## config.mk

```make
export PLATFORM = sky130hd
export DESIGN_NAME = listen_port_opener
export DESIGN_NICKNAME = d
export VERILOG_FILES = /design/src/kvs_net_pkg.sv /design/src/listen_port_opener.sv
export VERILOG_INCLUDE_DIRS = /design/src
export SDC_FILE = /design/constraint.sdc
export NUM_CORES = 1
export LEC_CHECK = 0
export BUFFER_PORTS_ARGS = -buffer_cell sky130_fd_sc_hd__buf_2
export CAP_MARGIN = 15
export CORE_UTILIZATION = 50
export DETAILED_ROUTE_END_ITERATION = 16
export PLACE_DENSITY_LB_ADDON = 0.3
export SLEW_MARGIN = 40
export SYNTH_ARGS = -nofsm -noshare
export SYNTH_HDL_FRONTEND = slang
export SYNTH_SLANG_ARGS = --single-unit
```

## constraint.sdc

```tcl
create_clock -name aclk -period 1.6 [get_ports aclk]
set_input_delay 0.08 -clock aclk [delete_from_list [all_inputs] [get_ports aclk]]
set_output_delay 0.08 -clock aclk [all_outputs]
set_load 0.02 [all_outputs]
```

## src/kvs_net_defines.svh

```systemverilog
//----------------------------
// widths, FIFO depths, listen port range
// and start-up delay of the network wrapper
//----------------------------
`ifndef KVS_NET_DEFINES_SVH
`define KVS_NET_DEFINES_SVH

// packet and metadata widths
`define DATA_W 64
`define META_W 64
`define SESSION_W 16
`define LEN_W 16
`define TX_META_W 32

// length step per transmitted beat
`define BYTES_PER_BEAT 8

// FIFO address bits, depth is 2**AW
`define RX_FIFO_AW 8
`define TX_FIFO_AW 11
`define META_FIFO_AW 4

// server ports 2880..2887, end is exclusive
`define LISTEN_FIRST_PORT 16'h0B40
`define LISTEN_PORT_END 16'h0B48

// cycles after reset before the first listen request
`define LISTEN_DELAY 100

`endif

```

## src/kvs_net_pkg.sv

```systemverilog
//----------------------------
// shared types of the network wrapper
//----------------------------
`default_nettype none

`include "kvs_net_defines.svh"

package kvs_net_pkg;

  // payload types
  typedef logic [`DATA_W-1:0] word_t;
  typedef logic [`META_W-1:0] meta_t;

  // transmit metadata fields
  typedef logic [`SESSION_W-1:0] session_t;
  typedef logic [`LEN_W-1:0] len_t;

  // TCP port number
  typedef logic [15:0] port_t;

  // listen request sequencer
  typedef enum logic [1:0] {
    WAIT_START,
    OPENING,
    DONE
  } opener_state_t;

  // message framing on the transmit side
  typedef enum logic {
    FIRST_BEAT,
    BODY
  } framer_state_t;

endpackage

`default_nettype wire

```

## src/listen_port_opener.sv

```systemverilog
//----------------------------
// start-up timer and listen requests
// for the server port range
//----------------------------
`timescale 1ns/100ps
`default_nettype none

`include "kvs_net_defines.svh"

module listen_port_opener (
  input  logic               aclk,
  input  logic               aresetn,
  output logic               listen_port_valid,
  input  logic               listen_port_ready,
  output kvs_net_pkg::port_t listen_port_data
);

  localparam int DELAY_W = $clog2(`LISTEN_DELAY + 1);

  kvs_net_pkg::opener_state_t state;
  logic [DELAY_W-1:0]         delay_cnt;
  kvs_net_pkg::port_t         next_port;
  logic                       strobe;

  // one-cycle request, never two in a row
  assign strobe = (state == kvs_net_pkg::OPENING) & ~listen_port_valid & listen_port_ready;

  always_ff @(posedge aclk) begin
    if (!aresetn) begin
      state             <= kvs_net_pkg::WAIT_START;
      delay_cnt         <= '0;
      next_port         <= `LISTEN_FIRST_PORT;
      listen_port_valid <= 1'b0;
    end else begin
      listen_port_valid <= 1'b0;
      case (state)
        kvs_net_pkg::WAIT_START: begin
          delay_cnt <= delay_cnt + 1'b1;
          if (delay_cnt == DELAY_W'(`LISTEN_DELAY)) begin
            state <= kvs_net_pkg::OPENING;
          end
        end
        kvs_net_pkg::OPENING: begin
          if (strobe) begin
            listen_port_valid <= 1'b1;
            next_port         <= next_port + 16'd1;
            // last port of the range goes out now
            if (next_port == `LISTEN_PORT_END - 16'd1) begin
              state <= kvs_net_pkg::DONE;
            end
          end
        end
        kvs_net_pkg::DONE: begin
          // all ports requested
        end
        default: begin
          state <= kvs_net_pkg::WAIT_START;
        end
      endcase
    end
  end

  always_ff @(posedge aclk) begin
    if (strobe) begin
      listen_port_data <= next_port;
    end
  end

endmodule

`default_nettype wire

```

Word-level counts from Yosys, hierarchy flattened
Cells that the tools add are included.
{"block": "word_totals", "reg_bits": 42, "latch_bits": 0, "ram_bits": 0, "romBits": 0, "input_bits": 3, "out_inout_bits": 17, "wordCells": 27, "n_memories": 0}
{"block": "classes", "n_addsub": 2, "n_mul": 0, "div": 0, "magnitude_cmp": 0, "eq_ne": 7, "n_shift": 0, "mux": 5, "n_bitwise": 4, "reduce_logical": 4}
{"cell": "16-bit by 1-bit adder with 16-bit output (second input constant)", "count": 1}
{"cell": "16-bit by 12-bit equality test with 1-bit output (second input constant)", "count": 1}
{"cell": "7-bit by 1-bit adder with 7-bit output (second input constant)", "count": 1}
{"cell": "7-bit equality test (second input constant)", "count": 1}
{"cell": "2-bit two-way mux", "count": 3}
{"cell": "2-bit case mux with 3 select lines", "count": 1}
{"cell": "2-bit inequality test (second input constant)", "count": 2}
{"cell": "2-bit AND reduction", "count": 2}
{"cell": "4-bit AND reduction", "count": 1}
{"cell": "1-bit bitwise AND", "count": 2}
{"cell": "2-bit by 1-bit equality test with 1-bit output (second input constant)", "count": 1}
{"cell": "2-bit equality test (second input constant)", "count": 1}
{"cell": "2-bit zero test", "count": 1}
{"cell": "2-bit by 1-bit inequality test with 1-bit output (second input constant)", "count": 1}
{"cell": "1-bit inverter", "count": 2}
{"cell": "1-bit two-way mux", "count": 1}

Logic depth before layout (Yosys ltp)
Gate-level depths: netlist (run 1).
{"block": "logic_depth", "depth_word": 5, "depth_mapped": 6, "ltp_nobuf": 6}

Least setup slack after synthesis (run 1)
No wires, ideal clock.
{"block": "synth_path", "kind": "flip-flop to flip-flop", "start": "register listen_port_valid", "end": "register next_port[14]", "setup_ns": 0.070, "t_arrival_ns": 1.449, "required_time_ns": 1.530, "setup_slack_ns": 0.081, "path_stages_with_launch": 7, "period_less_slack_ns": 1.519, "cell_sequence": "dfxtp_1 nand4bb_1 buf_6 inv_8 nand4_4 or3_1 a21oi_1"}
{"block": "synth_via", "elab_chain_cells": 4}
{"element": "start, declared", "line": "listen_port_opener.sv:13", "source": "output logic listen_port_valid,"}
{"element": "start signal, assigned", "line": "listen_port_opener.sv:33", "source": "listen_port_valid <= 1'b0;"}
{"element": "start signal, assigned", "line": "listen_port_opener.sv:35", "source": "listen_port_valid <= 1'b0;"}
{"element": "start signal, assigned", "line": "listen_port_opener.sv:45", "source": "listen_port_valid <= 1'b1;"}
{"element": "1-bit inverter", "line": "listen_port_opener.sv:26", "source": "assign strobe = (state == kvs_net_pkg::OPENING) & ~listen_port_valid & listen_port_ready;"}
{"element": "1-bit bitwise AND (2 in series)", "line": "listen_port_opener.sv:26"}
{"element": "via strobe", "line": "listen_port_opener.sv:23", "source": "logic strobe;"}
{"element": "2-bit AND reduction (no source line)"}
{"element": "end signal, assigned", "line": "listen_port_opener.sv:32", "source": "next_port <= `LISTEN_FIRST_PORT;"}
{"element": "end signal, assigned", "line": "listen_port_opener.sv:46", "source": "next_port <= next_port + 16'd1;"}
{"element": "end, declared", "line": "listen_port_opener.sv:22", "source": "kvs_net_pkg::port_t next_port;"}
The timed path passes the listed nets, and every way through them passes these cells.
A chain may end at the register's enable or synchronous reset.

Worst setup path in the final report (run 1)
{"block": "layout_path", "start": "register state[1]", "end": "register next_port[12]"}
{"block": "layout_via", "elab_chain_cells": 4}
{"element": "start, declared", "line": "listen_port_opener.sv:20", "source": "kvs_net_pkg::opener_state_t state;"}
{"element": "start signal, assigned", "line": "listen_port_opener.sv:30", "source": "state <= kvs_net_pkg::WAIT_START;"}
{"element": "start signal, assigned", "line": "listen_port_opener.sv:40", "source": "state <= kvs_net_pkg::OPENING;"}
{"element": "start signal, assigned", "line": "listen_port_opener.sv:49", "source": "state <= kvs_net_pkg::DONE;"}
{"element": "2-bit by 1-bit equality test with 1-bit output", "line": "listen_port_opener.sv:26"}
{"element": "1-bit bitwise AND (2 in series)", "line": "listen_port_opener.sv:26"}
{"element": "via strobe", "line": "listen_port_opener.sv:23"}
{"element": "2-bit AND reduction (no source line)"}
The timed path passes the listed nets, and every way through them passes these cells.

==> results of run 1 <==
==> state kept, by name, summed over array words and instances (netlist names) <==
register / cells
listen_port_data: 16
next_port: 16
delay_cnt: 7
state: 2
listen_port_valid: 1
==> cells by family after synthesis <==
| family | Yosys count |
|---|---|
| adder cells (fa/ha/maj) | 3 |
| multiplexers | 1 |
| flip-flops | 42 |
| XOR/XNOR | 15 |
| AO/OA/AOI/OAI | 15 |
| AND/OR/NAND/NOR | 68 |
| buffers and inverters | 10 |
==> worst min-delay path: cells and delay by family <==
kind	cells	cell delay (ns)
buffers and inverters	2	0.26
AND/OR/NAND/NOR	2	0.15
==> through the flow <==
stage | setup WS (ns) | cells
2_1_floorplan | 0.0807 | 154
3_3_place_gp | 0.105 | 220
3_5_place_dp | 0.0354 | 220
4_1_cts | 0.00545 | 229
5_1_grt | 0.00575 | 229
6_report | 0.0959 | 229
==> worst max-delay path by stage <==
stage / startpoint / endpoint / slack (ns)
after floorplan: listen_port_valid / next_port[14] / 0.08
after global routing: state[1] / next_port[14] / 0.006
after CTS: next_port[3] / next_port[12] / 0.005
after global placement: state[1] / next_port[13] / 0.11
after detailed placement: next_port[0] / next_port[12] / 0.04
final: state[1] / next_port[12] / 0.1
==> cell usage in the layout (no fill, tap or decap), drive strengths merged, types with 2 or more instances in the layout <==
master,count
dfxtp,26
buf,26
nand2,18
nor2,16
edfxtp,16
xor2,9
nand4,9
a21oi,7
xnor2,6
inv,6
nand3,5
o21ai,5
clkbuf,5
nor3,3
and3,3
ha,3
nor4,3
or3,3
a31o,2
clkinv,2
==> power by group through the flow <==
stage / clock network (mW) / logic, mW / registers [mW]
finish: 0.665 / 0.0334 / 1.11
detailed placement: 0 / 0.0321 / 1.14
global placement: 0 / 0.0301 / 1.14
CTS: 0.684 / 0.0342 / 1.12
global route: 0.719 / 0.0396 / 1.11
floorplan: 0 / 0.0243 / 1.14
==> area by class of cell <==
cell class	count	area [um2]	share of cell area
inverters	6	30.0	0.0151
flip-flops and latches	42	1010	0.508
multi-input cells	102	656	0.329
well taps	44	55.1	0.0277
repair buffers	27	161	0.0811
clock inverters	3	40.0	0.0201
clock buffers	5	37.5	0.0189
==> what timing repair did <==
| action | in CTS | in global routing |
|---|---|---|
| hold endpoints to repair | 3 | 0 |
| buffers inserted | 0 | 0 |
| hold buffers | 1 | 0 |
| pin swaps | 0 | 2 |
| setup endpoints to repair | 1 | 6 |
| resized for setup | 1 | 10 |
==> metal layers <==
metal / GRT usage / part of all wire / vias up
met4: 0.120 / 0.024 / 0
li1: - / - / 597
met5: 0 / 0 / -
met3: 0.0519 / 0.048 / 7
met1: 0.236 / 0.45 / 560
met2: 0.331 / 0.47 / 31
==> reports/qor.csv, run 1 <==
metric;value;unit
status;finished, final reports clean;
diodes;0;
clockBufferDepth;2;
clk_pin_slew;0.12;ns
p_switching;0.370;mW
p_int;1.44;mW
cts_tree;done;
vias_per_cell;5.22;
synth_cell_type_count;32;
min_to;listen_port_valid;
yosysTopAreaCellShare;0.306;
rsz0062_at_grt;false;
holdWs;0.161;ns
crit_required;1.90;ns
grt_overflow_total;0;
synthSimpleGateAreaFrac;0.224;
crit_family;simple AND/OR/NAND/NOR gates;
synth_mux_area_frac;0.00663;
powerDensity;910;mW/mm2
slew-limit-headroom;0.566;
synthToLayoutAreaGrowth;17.2;%
row_count;20;
ir_worst_vdd;647;uV
min_delay_path_depth;4;
ys_ff_latch;42;
grt_pass1_vias;1194;
max_cap_viol_count;0;
clk_latency;0.36;ns
place.gp.congestion;0.819;
worstSetupEndpointType;flop;
io_pins;20;
antenna_found_initial;0;
start_util;0.543;
swShare;0.204;
grt_usage;0.202;
synth_area_leader_cell;dfxtp_1;
ctsRootBufferMaster;clkbuf_4;
setup_viol;0;
seqPwrFrac;0.615;
die_y;60.3;um
r2r_slack;0.1;ns
max_stage_delay;0.39;ns
synth_compound_area_frac;0.0501;
drive_above_1_share;0.276;
cts_buffers;5;
hp-start;listen_port_ready;
synth-adder-area-share;0.0221;
syn_nets;160;
worst-path-stages;6;
ys.warnings.count;0;
pwr-share-comb;0.018;
synthTopCellsByArea;dfxtp_1, edfxtp_1, xor2_1, nand2_1, nor2_1;
dr_total_vias;1195;
hp-class;in2reg;
dr.pass1.iters;4;
arrival;1.80;ns
synth-seq-area-share;0.589;
nets;190;
synthFlopType;dfxtp_1;
fin_skew;0.0109;ns
fin_util;0.636;
core;0.00313;mm2
numClockSinks;42;
synthesis.area;0.00170;mm2
hold_viol_final;0;
dpl.hpwl;2070;um
power.leakage;0.813;nW
synth_top_family_by_area;simple AND/OR/NAND/NOR gates;
worst_slew_pin_slew;0.650;ns
clockPowerShare;0.367;
total_power;1.81;mW
wl;3010;um
avgSynthCellArea;11.0;um2
wire_per_inst;13.1;um
final_max_slew_viol_count;0;
path_cells;nand4bb_1, buf_6, inv_8, nand4_4, or3_4, a21oi_2;
htree_levels;2;
nFillCells;258;
dr.first_iter.drc_count;44;
grt_max_degree;21;
timing.rr.start;state[1];
synth_edf_count;16;
dieArea;0.00364;mm2
drc;0;
critical_path_buf_inv_count;2;
period_minus_slack;1.50;ns
rr_worst_depth;6;
critPathLaunchType;flop;
die_width;60.3;um
synth_xor_area_frac;0.0773;
syn_inst;154;
period_share;0.940;
critPathMaxFanout;7;
fin_area;0.00199;mm2
synth_common_cells;dfxtp_1, nand2_1, edfxtp_1, nor2_1, xor2_1;
r2r_end;next_port[12];
place_area;0.00188;mm2
fin_tns_setup;0;ns
crit_path_top_delay_cell;or3_4;
antenna_left;0;
grt_pass1_wl;5240;um
max_freq;665;MHz
portBuffers;19;
yosysMostFrequentCell;dfxtp_1;
critical_path_class;reg2reg;
synthArstFlopShare;0;
Power figures use the tool's default switching activity.
==> run 2: changes to the inputs <==
Settings changed: CORE_UTILIZATION 50 to 56.
==> run 2 against run 1 <==
Compared with the run above: worst setup slack better by 0.0064 ns; first-iteration DRC count down 4.5%; the run now ends with design-rule violations left; worst hold slack better by 0.047 ns; final cell count down 4.4%; largest power group unchanged; design area up 1.3%; die area down 10%.
==> reports/qor.csv, run 2 (synthesized netlist as in run 1, its figures left out) <==
metric;value;unit;change
status;finished with violations;;
violations;design-rule violations;;
worst_slew_pin_slew;0.637;ns;-0.0134 ns
cts_buffers;5;;unchanged
mostFrequentLayoutCell;dfxtp_1;;
setup_viol;0;;unchanged
crit_family;simple AND/OR/NAND/NOR gates;;
place_inst;210;;-4.5%
power.leakage;0.838;nW;+3.1%
numClockSinks;42;;unchanged
max_cap_viol_count;0;;unchanged
die_y;57.1;um;-5.3%
crit_required;1.83;ns;-0.07 ns
dr.first_iter.drc_count;42;;-4.5%
max_freq;668;MHz;+0.43%
row_count;19;;-5.0%
vias_per_cell;5.74;;+9.9%
crit_path_top_delay_cell;dfxtp_1;;
cts_tree;done;;
nets;193;;+1.6%
worstSetupEndpointType;flop;;
path_cells;nand4bb_1, buf_4, inv_8, nand2_1, nor4_2, buf_4, o21ai_0;;
start_util;0.606;;+0.0625
grt_overflow_total;0;;unchanged
dr.pass1.iters;10;;+6
critical_path_buf_inv_count;3;;+1
slew-limit-headroom;0.575;;+0.00892
antenna_left;0;;unchanged
clk_latency;0.34;ns;-0.02 ns
io_pins;20;;unchanged
grt_pass1_vias;1186;;-0.67%
synthToLayoutAreaGrowth;18.6;%;
clockBufferDepth;2;;unchanged
wl;3140;um;+4.4%
fin_util;0.719;;+0.0822
layout_common_cells;dfxtp_1, buf_2, nand2_1;;
ir_worst_vdd;711;uV;+9.8%
max_stage_delay;0.37;ns;-0.02 ns
critPathMaxFanout;7;;unchanged
period_minus_slack;1.50;ns;-0.00638 ns
rsz0062_at_grt;false;;
htree_levels;2;;unchanged
hp-class;in2reg;;
dpl.hpwl;2210;um;+6.9%
powerDensity;995;mW/mm2;+9.4%
path_common_cell;buf_4;;
place.gp.congestion;0.871;;+6.4%
drive_above_1_share;0.255;;-0.0204
grt_usage;0.218;;+0.0163
fin_tns_setup;0;ns;unchanged
top_regs;listen_port_data x16, next_port x16, delay_cnt x7;;
diodes;0;;unchanged
place_ws;0.0113;ns;-0.0241 ns
dr_total_vias;1256;;+5.1%
setup_ws;0.102;ns;+0.00638 ns
antenna_found_initial;0;;unchanged
clk_pin_slew;0.11;ns;about the same
critical_path_class;reg2reg;;
dieArea;0.00326;mm2;-10%
nFillCells;224;;-13%
die_width;57.1;um;-5.3%
grt_max_degree;21;;unchanged
fin_cells;219;;-4.4%
period_share;0.936;;-0.00399
wire_per_inst;14.3;um;+9.1%
postCtsSetupBuffers;0;;unchanged
drc;4;;+4
hold_viol_final;0;;unchanged
core;0.00281;mm2;-10%
critPathLaunchType;flop;;
ctsRootBufferMaster;clkbuf_4;;
grt_pass1_wl;5310;um;+1.3%
final_max_slew_viol_count;0;;unchanged
portBuffers;19;;unchanged
arrival;1.73;ns;-0.07 ns
fin_skew;0.0101;ns;-0.000826 ns
[run 2: final timing paths]
path,startpoint,to,cells after the start,slack (ns)
max,state[1],state[0],7,0.10
min,listen_port_ready,listen_port_valid,4,0.21
max reg2reg,state[1],state[0],7,0.10
min reg2reg,next_port[15],listen_port_data[15],0,0.46
[run 2: routing by layer]
layer / GRT usage / vias to the layer above / routed length, um
met3: 0.0612 / 4 / 153
met5: 0 / - / 0
met2: 0.371 / 33 / 1620
met1: 0.264 / 613 / 1320
li1: - / 606 / -
met4: 0.0836 / 0 / 42
[run 2: timing repair]
| item | 4_1_cts | 5_1_grt |
|---|---|---|
| endpoints found under the setup margin | 2 | 6 |
| hold buffers | 1 | 0 |
| pin swaps | 0 | 1 |
| gates resized for setup | 1 | 2 |
| hold endpoints to repair | 3 | 0 |
[run 2: cell type report]
cell class                 count  area (um2)  share of cell area
tap                           31        38.8              0.0192
multi-input combinational    102         653               0.324
sequential                    42        1000               0.497
clock inverter                 2        60.1              0.0298
inverter                       6        30.0              0.0149
clock buffer                   6        51.3              0.0255
timing repair buffer          30         180              0.0894
[run 2: where the power goes]
part           switching, mW  internal [mW]  leakage [nW]  total, mW
clock network          0.328          0.529        0.0585      0.857
registers            0.00924           1.11         0.380       1.12
logic                 0.0211         0.0122         0.399     0.0333
[run 2: tightest hold or removal path: stages]
cell and delay (ns):
buf_2 0.10, nand4bb_1 0.08, buf_4 0.18, nor2_1 0.06
[run 2: per-stage QoR]
stage               power [mW]  cell area (um2)  hold WS (ns)
finish                    2.01             2020         0.207
global route              2.07             2020         0.199
CTS                       2.01             2010         0.207
detailed placement        1.17             1890         0.347
global placement          1.17             1890         0.337
floorplan                 1.16             1700         0.335
