### config.mk
export PLATFORM = sky130hd
export DESIGN_NAME = stream_fifo_flat
export DESIGN_NICKNAME = d
export VERILOG_FILES = /design/src/kvs_net_pkg.sv /design/src/stream_if.sv /design/src/stream_fifo.sv /design/src/flat_wrapper.sv
export VERILOG_INCLUDE_DIRS = /design/src
export SDC_FILE = /design/constraint.sdc
export NUM_CORES = 1
export LEC_CHECK = 0
export BUFFER_PORTS_ARGS = -buffer_cell sky130_fd_sc_hd__buf_2
export CELL_PAD_IN_SITES_DETAIL_PLACEMENT = 1
export CELL_PAD_IN_SITES_GLOBAL_PLACEMENT = 1
export CORE_UTILIZATION = 28
export DETAILED_ROUTE_END_ITERATION = 8
export GPL_TIMING_DRIVEN = 0
export HOLD_SLACK_MARGIN = 0.12
export MAX_ROUTING_LAYER = met4
export PLACE_DENSITY = 0.57
export SYNTH_ARGS = -nofsm -noshare
export SYNTH_HDL_FRONTEND = slang
export SYNTH_SLANG_ARGS = --single-unit
### constraint.sdc
create_clock -name aclk -period 10.7 [get_ports aclk]
set_input_delay 1.605 -clock aclk [delete_from_list [all_inputs] [get_ports aclk]]
set_output_delay 1.605 -clock aclk [all_outputs]
set_load 0.05 [all_outputs]
### src/kvs_net_defines.svh
//----------------------------
// widths, FIFO depths, listen port range
// and start-up delay of the network wrapper
//----------------------------
`ifndef KVS_NET_DEFINES_SVH
`define KVS_NET_DEFINES_SVH

// packet and metadata widths
`define DATA_W 64
`define META_W 64
`define SESSION_W 16
`define LEN_W 16
`define TX_META_W 32

// length step per transmitted beat
`define BYTES_PER_BEAT 8

// FIFO address bits, depth is 2**AW
`define RX_FIFO_AW 8
`define TX_FIFO_AW 11
`define META_FIFO_AW 4

// server ports 2880..2887, end is exclusive
`define LISTEN_FIRST_PORT 16'h0B40
`define LISTEN_PORT_END 16'h0B48

// cycles after reset before the first listen request
`define LISTEN_DELAY 100

`endif

### src/kvs_net_pkg.sv
//----------------------------
// shared types of the network wrapper
//----------------------------
`default_nettype none

`include "kvs_net_defines.svh"

package kvs_net_pkg;

  // payload types
  typedef logic [`DATA_W-1:0] word_t;
  typedef logic [`META_W-1:0] meta_t;

  // transmit metadata fields
  typedef logic [`SESSION_W-1:0] session_t;
  typedef logic [`LEN_W-1:0] len_t;

  // TCP port number
  typedef logic [15:0] port_t;

  // listen request sequencer
  typedef enum logic [1:0] {
    WAIT_START,
    OPENING,
    DONE
  } opener_state_t;

  // message framing on the transmit side
  typedef enum logic {
    FIRST_BEAT,
    BODY
  } framer_state_t;

endpackage

`default_nettype wire

### src/stream_if.sv
//----------------------------
// valid/ready word stream with last flag
//----------------------------
`timescale 1ns/100ps
`default_nettype none

`include "kvs_net_defines.svh"

interface stream_if;

  logic                valid;
  logic                ready;
  kvs_net_pkg::word_t  data;
  logic                last;

  // producer side
  modport source (
    output valid,
    output data,
    output last,
    input  ready
  );

  // consumer side
  modport sink (
    input  valid,
    input  data,
    input  last,
    output ready
  );

endinterface

`default_nettype wire

### src/stream_fifo.sv
//----------------------------
// synchronous stream FIFO, 2**AW beats,
// registered output stage
//----------------------------
`timescale 1ns/100ps
`default_nettype none

`include "kvs_net_defines.svh"

module stream_fifo #(
  parameter int AW = 4
) (
  input  logic    aclk,
  input  logic    aresetn,
  stream_if.sink   s_in,
  stream_if.source m_out
);

  localparam int DEPTH = 2 ** AW;

  // {last, data} per entry
  logic [`DATA_W:0] mem [DEPTH];
  logic [`DATA_W:0] out_beat;
  logic             out_valid;

  logic [AW-1:0] wr_ptr;
  logic [AW-1:0] rd_ptr;
  logic [AW:0]   mem_cnt;
  logic [AW:0]   used;

  logic push;
  logic out_free;
  logic rd_en;
  logic wr_en;

  // beats held in total, memory plus output stage
  assign used = mem_cnt + {{AW{1'b0}}, out_valid};
  // used never exceeds DEPTH, so its top bit marks full
  assign s_in.ready = ~used[AW];

  assign push     = s_in.valid & s_in.ready;
  assign out_free = ~out_valid | m_out.ready;
  assign rd_en    = out_free & (mem_cnt != '0);
  // an empty FIFO loads the output stage directly
  assign wr_en    = push & ~(out_free & (mem_cnt == '0));

  assign m_out.valid = out_valid;
  assign m_out.data  = out_beat[`DATA_W-1:0];
  assign m_out.last  = out_beat[`DATA_W];

  //----------------------------
  // storage
  //----------------------------
  always_ff @(posedge aclk) begin
    if (wr_en) begin
      mem[wr_ptr] <= {s_in.last, s_in.data};
    end
    if (rd_en) begin
      out_beat <= mem[rd_ptr];
    end else if (out_free && push) begin
      out_beat <= {s_in.last, s_in.data};
    end
  end

  //----------------------------
  // pointers and occupancy
  //----------------------------
  always_ff @(posedge aclk) begin
    if (!aresetn) begin
      wr_ptr    <= '0;
      rd_ptr    <= '0;
      mem_cnt   <= '0;
      out_valid <= 1'b0;
    end else begin
      if (wr_en) begin
        wr_ptr <= wr_ptr + 1'b1;
      end
      if (rd_en) begin
        rd_ptr <= rd_ptr + 1'b1;
      end
      case ({wr_en, rd_en})
        2'b10:   mem_cnt <= mem_cnt + 1'b1;
        2'b01:   mem_cnt <= mem_cnt - 1'b1;
        default: mem_cnt <= mem_cnt;
      endcase
      if (out_free) begin
        out_valid <= rd_en | push;
      end
    end
  end

endmodule

`default_nettype wire

### src/flat_wrapper.sv
// flat-port wrapper written by rule: the top's interface ports become plain ports
module stream_fifo_flat 
#(
  parameter int AW = 4
)
  (aclk, aresetn, s_in_valid, s_in_data, s_in_last, s_in_ready, m_out_valid, m_out_data, m_out_last, m_out_ready);
  stream_if s_in_i ();
  stream_if m_out_i ();
  input  logic aclk;
  input  logic aresetn;
  input wire logic [$bits(s_in_i.valid)-1:0] s_in_valid;
  input wire logic [$bits(s_in_i.data)-1:0] s_in_data;
  input wire logic [$bits(s_in_i.last)-1:0] s_in_last;
  output wire logic [$bits(s_in_i.ready)-1:0] s_in_ready;
  output wire logic [$bits(m_out_i.valid)-1:0] m_out_valid;
  output wire logic [$bits(m_out_i.data)-1:0] m_out_data;
  output wire logic [$bits(m_out_i.last)-1:0] m_out_last;
  input wire logic [$bits(m_out_i.ready)-1:0] m_out_ready;
  assign s_in_i.valid = s_in_valid;
  assign s_in_i.data = s_in_data;
  assign s_in_i.last = s_in_last;
  assign s_in_ready = s_in_i.ready;
  assign m_out_valid = m_out_i.valid;
  assign m_out_data = m_out_i.data;
  assign m_out_last = m_out_i.last;
  assign m_out_i.ready = m_out_ready;
  stream_fifo #(.AW(AW)) u_core (.aclk(aclk), .aresetn(aresetn), .s_in(s_in_i), .m_out(m_out_i));
endmodule
# Word level (Yosys, flattened, before mapping)
# Memories as Yosys holds them, arrays and structs flattened. A register that Yosys moved wholly into a read port is not among the register bits.
# Cells that the tools add are included.
# op_classes
n_eq_ne,2
bitwise_logic,9
n_reduce_logical,5
n_addsub,5
muxes,7
# ops
op,count
2-to-1 mux 65 bit,2
case mux 5 bit (2 select lines),1
adder 4 x 1 -> 4 bit (second input constant),2
2-to-1 mux 4 bit,2
adder 5 x 1 -> 5 bit,1
adder 5 x 1 -> 5 bit (second input constant),1
zero test 5 bit,1
nonzero test 5 bit,1
subtractor 5 x 1 -> 5 bit (second input constant),1
bitwise AND 1 bit,4
nonzero test 2 bit,2
NOT 1 bit,3
== test 2 x 1 -> 1 bit (second input constant),1
== test 2 bit (second input constant),1
2-to-1 mux 1 bit,2
bitwise OR 1 bit,2
logical AND 1 bit,1
# totals
word_cells,34
register_bits,79
memories,1
in_bits,69
ramBits,1040
output_inout_bits,67
# mem_list
name,words,width,read_ports,rd_clocked_by_memory_dff,wr,line_no,rtl
u_core.mem,16,65,1,1,1,stream_fifo.sv:22,logic [`DATA_W:0] mem [DEPTH];

# Longest topological paths before layout
# Gate-level depths: netlist of run 1.
# depth
word_depth,7
depth_mapped,15
mapped_depth_nobuf,12

# Worst setup path before layout of run 1
# Ideal clock, no wire load.
# synth_timing
kind,register to register
from,"register u_core.out_valid, in the netlist u_core.m_out.valid"
to,register u_core.out_beat[0] (enable)
required_time_ps,10211
period_less_slack_ps,4998
arrival_ps,4509
setup_time_ps,489
path_buffers,0
stages_incl_launch_ff,6
slack_ps,5702
path_cell_list,dfxtp_1 -> inv_1 -> nor2_1 -> xnor2_1 -> a21oi_1 -> nor2_1
# synth_between
elab_chain_len,5
word_cells_on_any_way,8
classes_between,add/sub (1); bitwise (5); reduce/logical (2)
# synth_rtl
element,line_no,rtl
start: declaration,stream_fifo.sv:24,logic out_valid;
start signal: assignment,stream_fifo.sv:87,out_valid <= rd_en | push;
adder 5 x 1 -> 5 bit,stream_fifo.sv:37,"assign used = mem_cnt + {{AW{1'b0}}, out_valid};"
NOT 1 bit,stream_fifo.sv:39,assign s_in.ready = ~used[AW];
net s_in_ready,flat_wrapper.sv:14,output wire logic [$bits(s_in_i.ready)-1:0] s_in_ready;
bitwise AND 1 bit,stream_fifo.sv:41,assign push = s_in.valid & s_in.ready;
logical AND 1 bit,stream_fifo.sv:60,end else if (out_free && push) begin
nonzero test 2 bit (no line),--,
end signal: assignment,stream_fifo.sv:59,out_beat <= mem[rd_ptr];
end signal: assignment,stream_fifo.sv:61,"out_beat <= {s_in.last, s_in.data};"
end: declaration,stream_fifo.sv:23,logic [`DATA_W:0] out_beat;
# The timed path passes the listed nets, and every way through them passes these cells.
# A chain may end at the register's enable or synchronous reset.

# Worst setup path in the final report of run 1
# layout_timing
from,input m_out_ready
to,register u_core.mem_cnt[2]
# layout_between
elab_chain_len,6
word_cells_on_any_way,9
classes_between,eq/ne (2); mux (1); bitwise (5); reduce/logical (1)
# layout_rtl
element,line_no,rtl
start: declaration,flat_wrapper.sv:18,input wire logic [$bits(m_out_i.ready)-1:0] m_out_ready;
bitwise OR 1 bit (*),stream_fifo.sv:42,assign out_free = ~out_valid | m_out.ready;
bitwise AND 1 bit,stream_fifo.sv:45,assign wr_en = push & ~(out_free & (mem_cnt == '0));
NOT 1 bit,stream_fifo.sv:45,
bitwise AND 1 bit,stream_fifo.sv:45,
== test 2 x 1 -> 1 bit / == test 2 bit (equally long branches),stream_fifo.sv:81,"case ({wr_en, rd_en})"
case mux 5 bit (2 select lines) / nonzero test 2 bit (equally long branches),--,
end signal: assignment,stream_fifo.sv:82,2'b10: mem_cnt <= mem_cnt + 1'b1;
end signal: assignment,stream_fifo.sv:83,2'b01: mem_cnt <= mem_cnt - 1'b1;
end signal: assignment,stream_fifo.sv:84,default: mem_cnt <= mem_cnt;
end: declaration,stream_fifo.sv:28,logic [AW:0] mem_cnt;
# Mark *: on every way between the ends. The rest lies on a longest branch, timed or not.

==> impl_metrics.csv, run 1 <==
group,metric,value,unit
detailed_routing,drc,0,
timing,slew_violations,0,
synthesis,synth_nets,1942,
cts,postCtsResizedCells,0,
placed_design,dp_hpwl,66.8,mm
synthesis,synth_area_leaders,"edfxtp_1 78%, mux4_2 14%, o22ai_1 1.9%",
timing,finalCriticalPeriod,5190,ps
synthesis,synthAdderAreaFrac,0.264,%
floorplan,initial_core_util,28.3,%
pwr,total_power,11.8,mW
global_routing,grt_max_degree,43,
synthesis,postSynthCellCount,1864,
synthesis,synth_compound_area_share,2.97,%
timing,worstMarginPinSlew,1210,ps
setup_path,required,11320,ps
floorplan,row_count,142,
job,cap_violations,0,
worst_hold_path,hold_start,"u_core.wr_ptr[1]$_SDFFE_PN0P_",
pwr,power_leakage,15.3,nW
cts,cts_buffers,119,
cts,cts_tree,"done",
cts,clkLatencyLatePin,710,ps
pwr,p_per_area,234,nW/um^2
floorplan,die_h,392,um
layout,final_common_cell,"edfxtp_1",
detailed_routing,wire_per_inst,26.1,um
layout,fill_cells,14800,
synthesis,synth_cell_types,43,
detailed_routing,firstDrtPassIters,5,
cts,path_clk_slew,60,ps
timing,hold_viol,0,
detailed_routing,antenna_left,0,
synthesis,avgSynthCellArea,22.9,sq um
timing,skew,38.7,ps
floorplan,ios,136,
global_routing,overflow,0,
synthesis,seq_area_frac_synth,78.7,%
detailed_routing,vias,20200,
global_routing,grt_use_total,14.9,%
layout,synthToLayoutAreaGrowth,18.1,%
timing,setup_viol,0,
synthesis,netlist_area,42600,sq um
setup_path,startpoint,"m_out_ready",
timing,setup_tns,0,ps
cts,cts_setup_buffers,0,
timing,final.period_utilization,48.5,%
layout,final_layout_size_suffix_gt1_share,32.3,%
cts,cts_hold_buf,0,
timing,grt_setup_unrepaired,"false",
detailed_routing,via_per_inst,4.73,
placed_design,routabilityCongestion,0.729,
setup_path,worstSetupPathType,"primary input to flip-flop",
cts,cts.sinks,1123,
detailed_routing,drt_iter0_drc,1707,
synthesis,synth_xor_area_share,0.164,%
setup_path,crit_arrival,5810,ps
floorplan,core_area,150000,sq um
synthesis,synth_warnings,0,
synthesis,yosysTopAreaCell,"edfxtp_1",
layout,nets,2216,
synthesis,synth-seq-cells,1123,
synthesis,synth_top_family_by_area,"multiplexers",
timing,fmax,193,MHz
setup_path,cp-end-kind,"flip-flop",
pwr,ir_drop,127,uV
layout,mostFrequentLayoutCells,"1,105 x edfxtp_1, 260 x mux4_2, 165 x buf_2",
setup_path,cp_max_fo,11,
worst_hold_path,hold_path_class,"flip-flop to flip-flop",
cts,h-tree-depth,3,
setup_path,r2r_start,"u_core.mem_cnt[2]$_SDFFE_PN0P_",
global_routing,antenna_found_initial,15,
cts,clk_path_buf_depth,3,
cts,cts-root-buf,"clkbuf_16",
synthesis,synth_top_area_share,77.9,%
detailed_routing,totalWireLength,112,mm
timing,hold_ws,530,ps
global_routing,grt_pass1_vias,22500,
synthesis,yosys.area_share.simple,0.922,%
floorplan,dieArea,154000,sq um
setup_path,worstSetupStartpointType,"primary input",
status,outcome,"finished, final reports clean",
global_routing,grt_pass1_wl,160,mm
synthesis,synthMuxAreaShare,15.5,%
floorplan,die_w,392,um
placed_design,io_buffers,135,
timing,slew_headroom,19.5,%
==> state kept, by name, summed over array words and instances, names as in the netlist, named ones only <==
| name | cells |
|---|---|
| u_core.mem_cnt | 5 |
| u_core.wr_ptr | 4 |
| u_core.out_beat | 65 |
| u_core.m_out.valid | 1 |
| u_core.rd_ptr | 4 |
| u_core.mem | 1040 |
==> per-layer routing <==
layer	routed length, um	part of all wire [%]	vias to the layer above	track usage (%)
met2	56300	51	501	25.0
met3	5590	5.0	175	2.91
met5	0	0	-	-
met4	2350	2.1	0	3.69
met1	47200	42	10900	18.5
li1	-	-	8571	-
==> report_power, final <==
group	leakage [nW]	total, mW	switching [mW]	internal (mW)
registers	10.2	5.30	0.0905	5.21
clock network	1.91	4.13	1.72	2.41
logic	3.22	2.35	1.67	0.673
==> kinds of logic (layout without fill, tap and decap cells) <==
family,Yosys count,in the layout
flops,1123,1123
mux,328,328
compound gates,214,214
buf+inv,114,490
simple gates,68,68
fa+ha+maj,9,9
xor+xnor,8,8
other cells,0,10
==> synthesized netlist by cell type (all sizes together) <==
library cell	n
ha	9
xor2	3
nand2	9
dfxtp	18
and2	7
clkbuf	50
nor3b	2
nor2	8
o21a	2
and3	18
mux4	260
a21boi	2
nor3	2
mux2	65
nor4b	1
edfxtp	1105
xnor2	5
a21oi	69
o21ai	4
nand4	3
nand2b	5
or2	1
nand3	4
buf	59
o211ai	2
mux2i	3
nand3b	1
or3	1
nor2b	4
a22oi	1
a31oi	1
inv	5
a21o	1
nand4b	1
o22ai	131
and4b	1
a211o	1
==> metrics by stage <==
| stage | setup WS (ps) | cell area, sq um | util [%] | instances |
|---|---|---|---|---|
| after floorplan | 5700 | 42600 | - | 1864 |
| after global placement | 2300 | 45800 | 30.4 | 4015 |
| after detailed placement | 4760 | 46400 | 30.8 | 4033 |
| after CTS | 5470 | 50300 | 33.4 | 4256 |
| after global routing | 5360 | 50300 | 33.4 | 4265 |
| final | 5510 | 50300 | 33.4 | 4266 |
==> critical path, cell delays in order <==
cell	delay, ps
buf_2	90
nor2b_1	80
a21oi_2	860
buf_2	560
clkbuf_1	750
ha_1	320
clkbuf_1	360
xor2_1	180
ha_1	220
a21oi_1	70
xor2_1	150
or3_1	340
a21boi_0	180
==> cell type report <==
cell class                      count  area (sq um)  area share [%]
Tap cell                         2016          2520            5.01
Clock buffer                      139          3120            6.19
Multi-Input combinational cell    627          8540            17.0
Antenna cell                       10          25.0          0.0497
Clock inverter                     84           796            1.58
Sequential cell                  1123         33500            66.7
Buffer                            109           593            1.18
Timing Repair Buffer              153          1160            2.30
Inverter                            5          18.8          0.0373
==> final timing paths <==
path	to	slack (ps)	cells after the start
setup / recovery	u_core.mem_cnt[2]$_SDFFE_PN0P_	5510	13
hold / removal	u_core.wr_ptr[1]$_SDFFE_PN0P_	530	2
setup reg to reg	u_core.mem_cnt[2]$_SDFFE_PN0P_	5930	13
hold reg to reg	u_core.wr_ptr[1]$_SDFFE_PN0P_	530	2
No activity file was read; power rests on OpenSTA's default activity.
==> run 2: changes to the inputs <==
--- a/config.mk
+++ b/config.mk
@@ -14,7 +14,7 @@
 export GPL_TIMING_DRIVEN = 0
 export HOLD_SLACK_MARGIN = 0.12
 export MAX_ROUTING_LAYER = met4
-export PLACE_DENSITY = 0.57
+export PLACE_DENSITY = 0.58
 export SYNTH_ARGS = -nofsm -noshare
 export SYNTH_HDL_FRONTEND = slang
 export SYNTH_SLANG_ARGS = --single-unit
==> constraint.sdc (replaced) <==
create_clock -name aclk -period 4.22 [get_ports aclk]
set_input_delay 0.633 -clock aclk [delete_from_list [all_inputs] [get_ports aclk]]
set_output_delay 0.633 -clock aclk [all_outputs]
set_load 0.05 [all_outputs]
==> run 2 against run 1 <==
Die area unchanged. Critical endpoint unchanged. Critical path type is now flip-flop to flip-flop. Largest cell class unchanged. Design area down 0.23%. Worst hold slack worse by 260 ps. First-iteration DRC count up 2.7%. Register-to-register slack worse by 5500 ps.
==> impl_metrics.csv, run 2 (same netlist as run 1, synthesis figures left out) <==
group,metric,value,unit
status,outcome,"finished, final reports clean",
global_routing,overflow,0,
cts,cts_tree,"done",
floorplan,die_h,392,um
setup_path,crit_arrival,4450,ps
worst_hold_path,hold_path_class,"primary input to flip-flop",
layout,top_register,"u_core.mem",
detailed_routing,via_per_inst,4.77,
layout,nets,2210,
setup_path,worstSetupStartpointType,"flip-flop",
timing,hold_ws,269,ps
timing,worstMarginPinSlew,1130,ps
cts,path_clk_slew,60,ps
layout,final_layout_size_suffix_gt1_share,32.3,%
setup_path,required,4840,ps
detailed_routing,antenna_left,0,
timing,finalCriticalPeriod,3830,ps
layout,reg.largest.list,"u_core.mem x1040, u_core.out_beat x65, u_core.mem_cnt x5",
placed_design,dp_cells,4034,
cts,h-tree-depth,3,
timing,setup_viol,0,
cts,cts.sinks,1123,
global_routing,grt_pass1_vias,22300,
placed_design,dp_hpwl,67.0,mm
cts,cts_buffers,113,
setup_path,worstSetupPathType,"flip-flop to flip-flop",
timing,hold_viol,0,
global_routing,antenna_found_initial,21,
timing,fmax,261,MHz
pwr,power_leakage,15.2,nW
detailed_routing,firstDrtPassIters,5,
layout,final_common_cell,"edfxtp_1",
floorplan,dieArea,154000,sq um
layout,mostFrequentLayoutCells,"1,105 x edfxtp_1, 260 x mux4_2, 165 x buf_2",
detailed_routing,vias,20300,
floorplan,ios,136,
cts,clkLatencyLatePin,710,ps
job,cap_violations,0,
global_routing,grt_max_degree,42,
floorplan,die_w,392,um
cts,clk_path_buf_depth,3,
detailed_routing,wire_per_inst,26.2,um
timing,slew_violations,0,
layout,final_util,33.4,%
timing,final.period_utilization,90.7,%
detailed_routing,totalWireLength,111,mm
floorplan,core_area,150000,sq um
layout,fin_cells,4258,
detailed_routing,drt_iter0_drc,1753,
global_routing,grt_use_total,14.9,%
pwr,total_power,29.6,mW
timing,setup_tns,0,ps
global_routing,grt_pass1_wl,159,mm
timing,slew_headroom,24.8,%
setup_path,cp_max_fo,20,
setup_path,cp-end-kind,"flip-flop",
detailed_routing,drc,0,
pwr,ir_drop,371,uV
timing,skew,27.3,ps
cts,cts-root-buf,"clkbuf_16",
floorplan,row_count,142,
floorplan,initial_core_util,28.3,%
layout,largest_register_ffs,1040,
timing,grt_setup_unrepaired,"false",
placed_design,routabilityCongestion,0.738,
layout,synthToLayoutAreaGrowth,17.8,%
placed_design,io_buffers,135,
pwr,p_per_area,591,nW/um^2
run 2: cell count changes in the layout (fill, tap and decap cells not counted), sizes merged:
cell / delta
bufinv: +1
buf: +1
clkinvlp: -3
clkbuf: +3
diode: +2
clkinv: -12
run 2: critical path, cell delays in order (launching register included):
cell and delay, ps:
dfxtp_1 300, buf_2 170, nor2_1 120, a21oi_4 560, buf_2 720, ha_1 310
clkbuf_1 350, xor2_1 200, ha_1 220, a21oi_1 80, xor2_1 160, or3_1 320
a21boi_0 170
run 2: power by group:
part	total, mW	leakage, nW	internal (mW)	switching (mW)
clock network	10.2	1.84	5.97	4.26
logic	5.98	3.23	1.72	4.26
registers	13.4	10.2	13.2	0.237
total	29.6	15.2	20.9	8.75
run 2: cell type report:
type / instances / area, sq um
Clock buffer: 143 / 3010
Antenna cell: 12 / 30.0
Multi-Input combinational cell: 627 / 8550
Clock inverter: 70 / 753
Tap cell: 2016 / 2520
Inverter: 5 / 18.8
Fill cell: 14800 / 100000
Timing Repair Buffer: 154 / 1180
Sequential cell: 1123 / 33500
Buffer: 108 / 589
run 2: metrics by stage:
step	instance area, sq um	setup slack, ps
3_3_place_gp	45800	-1590
2_1_floorplan	42600	288
4_1_cts	50200	373
3_5_place_dp	46400	-606
5_1_grt	50200	160
6_report	50200	394
run 2: layer usage:
metal	vias up	global-route usage [%]	share of wire [%]
met5	-	-	0
met2	566	24.9	50
li1	8576	-	-
met3	161	3.11	5.3
met4	0	3.56	2.1
met1	11000	18.6	42
run 2: worst paths after layout:
kind | slack [ps] | from | depth (start not counted) | to
max | 390 | u_core.mem_cnt[2]$_SDFFE_PN0P_ | 12 | u_core.mem_cnt[2]$_SDFFE_PN0P_
max reg2reg | 390 | u_core.mem_cnt[2]$_SDFFE_PN0P_ | 12 | u_core.mem_cnt[2]$_SDFFE_PN0P_
min | 270 | m_out_ready | 3 | u_core.m_out.valid$_SDFFE_PN0P_
min reg2reg | 530 | u_core.wr_ptr[1]$_SDFFE_PN0P_ | 2 | u_core.wr_ptr[1]$_SDFFE_PN0P_
run 2: timing repair:
item | 4_1_cts | 5_1_grt
setup buffers | 0 | 0
hold buffers | 0 | 0
setup endpoints to repair | 3 | 0
endpoints found under the hold margin | 0 | 0
resized for setup | 1 | 0
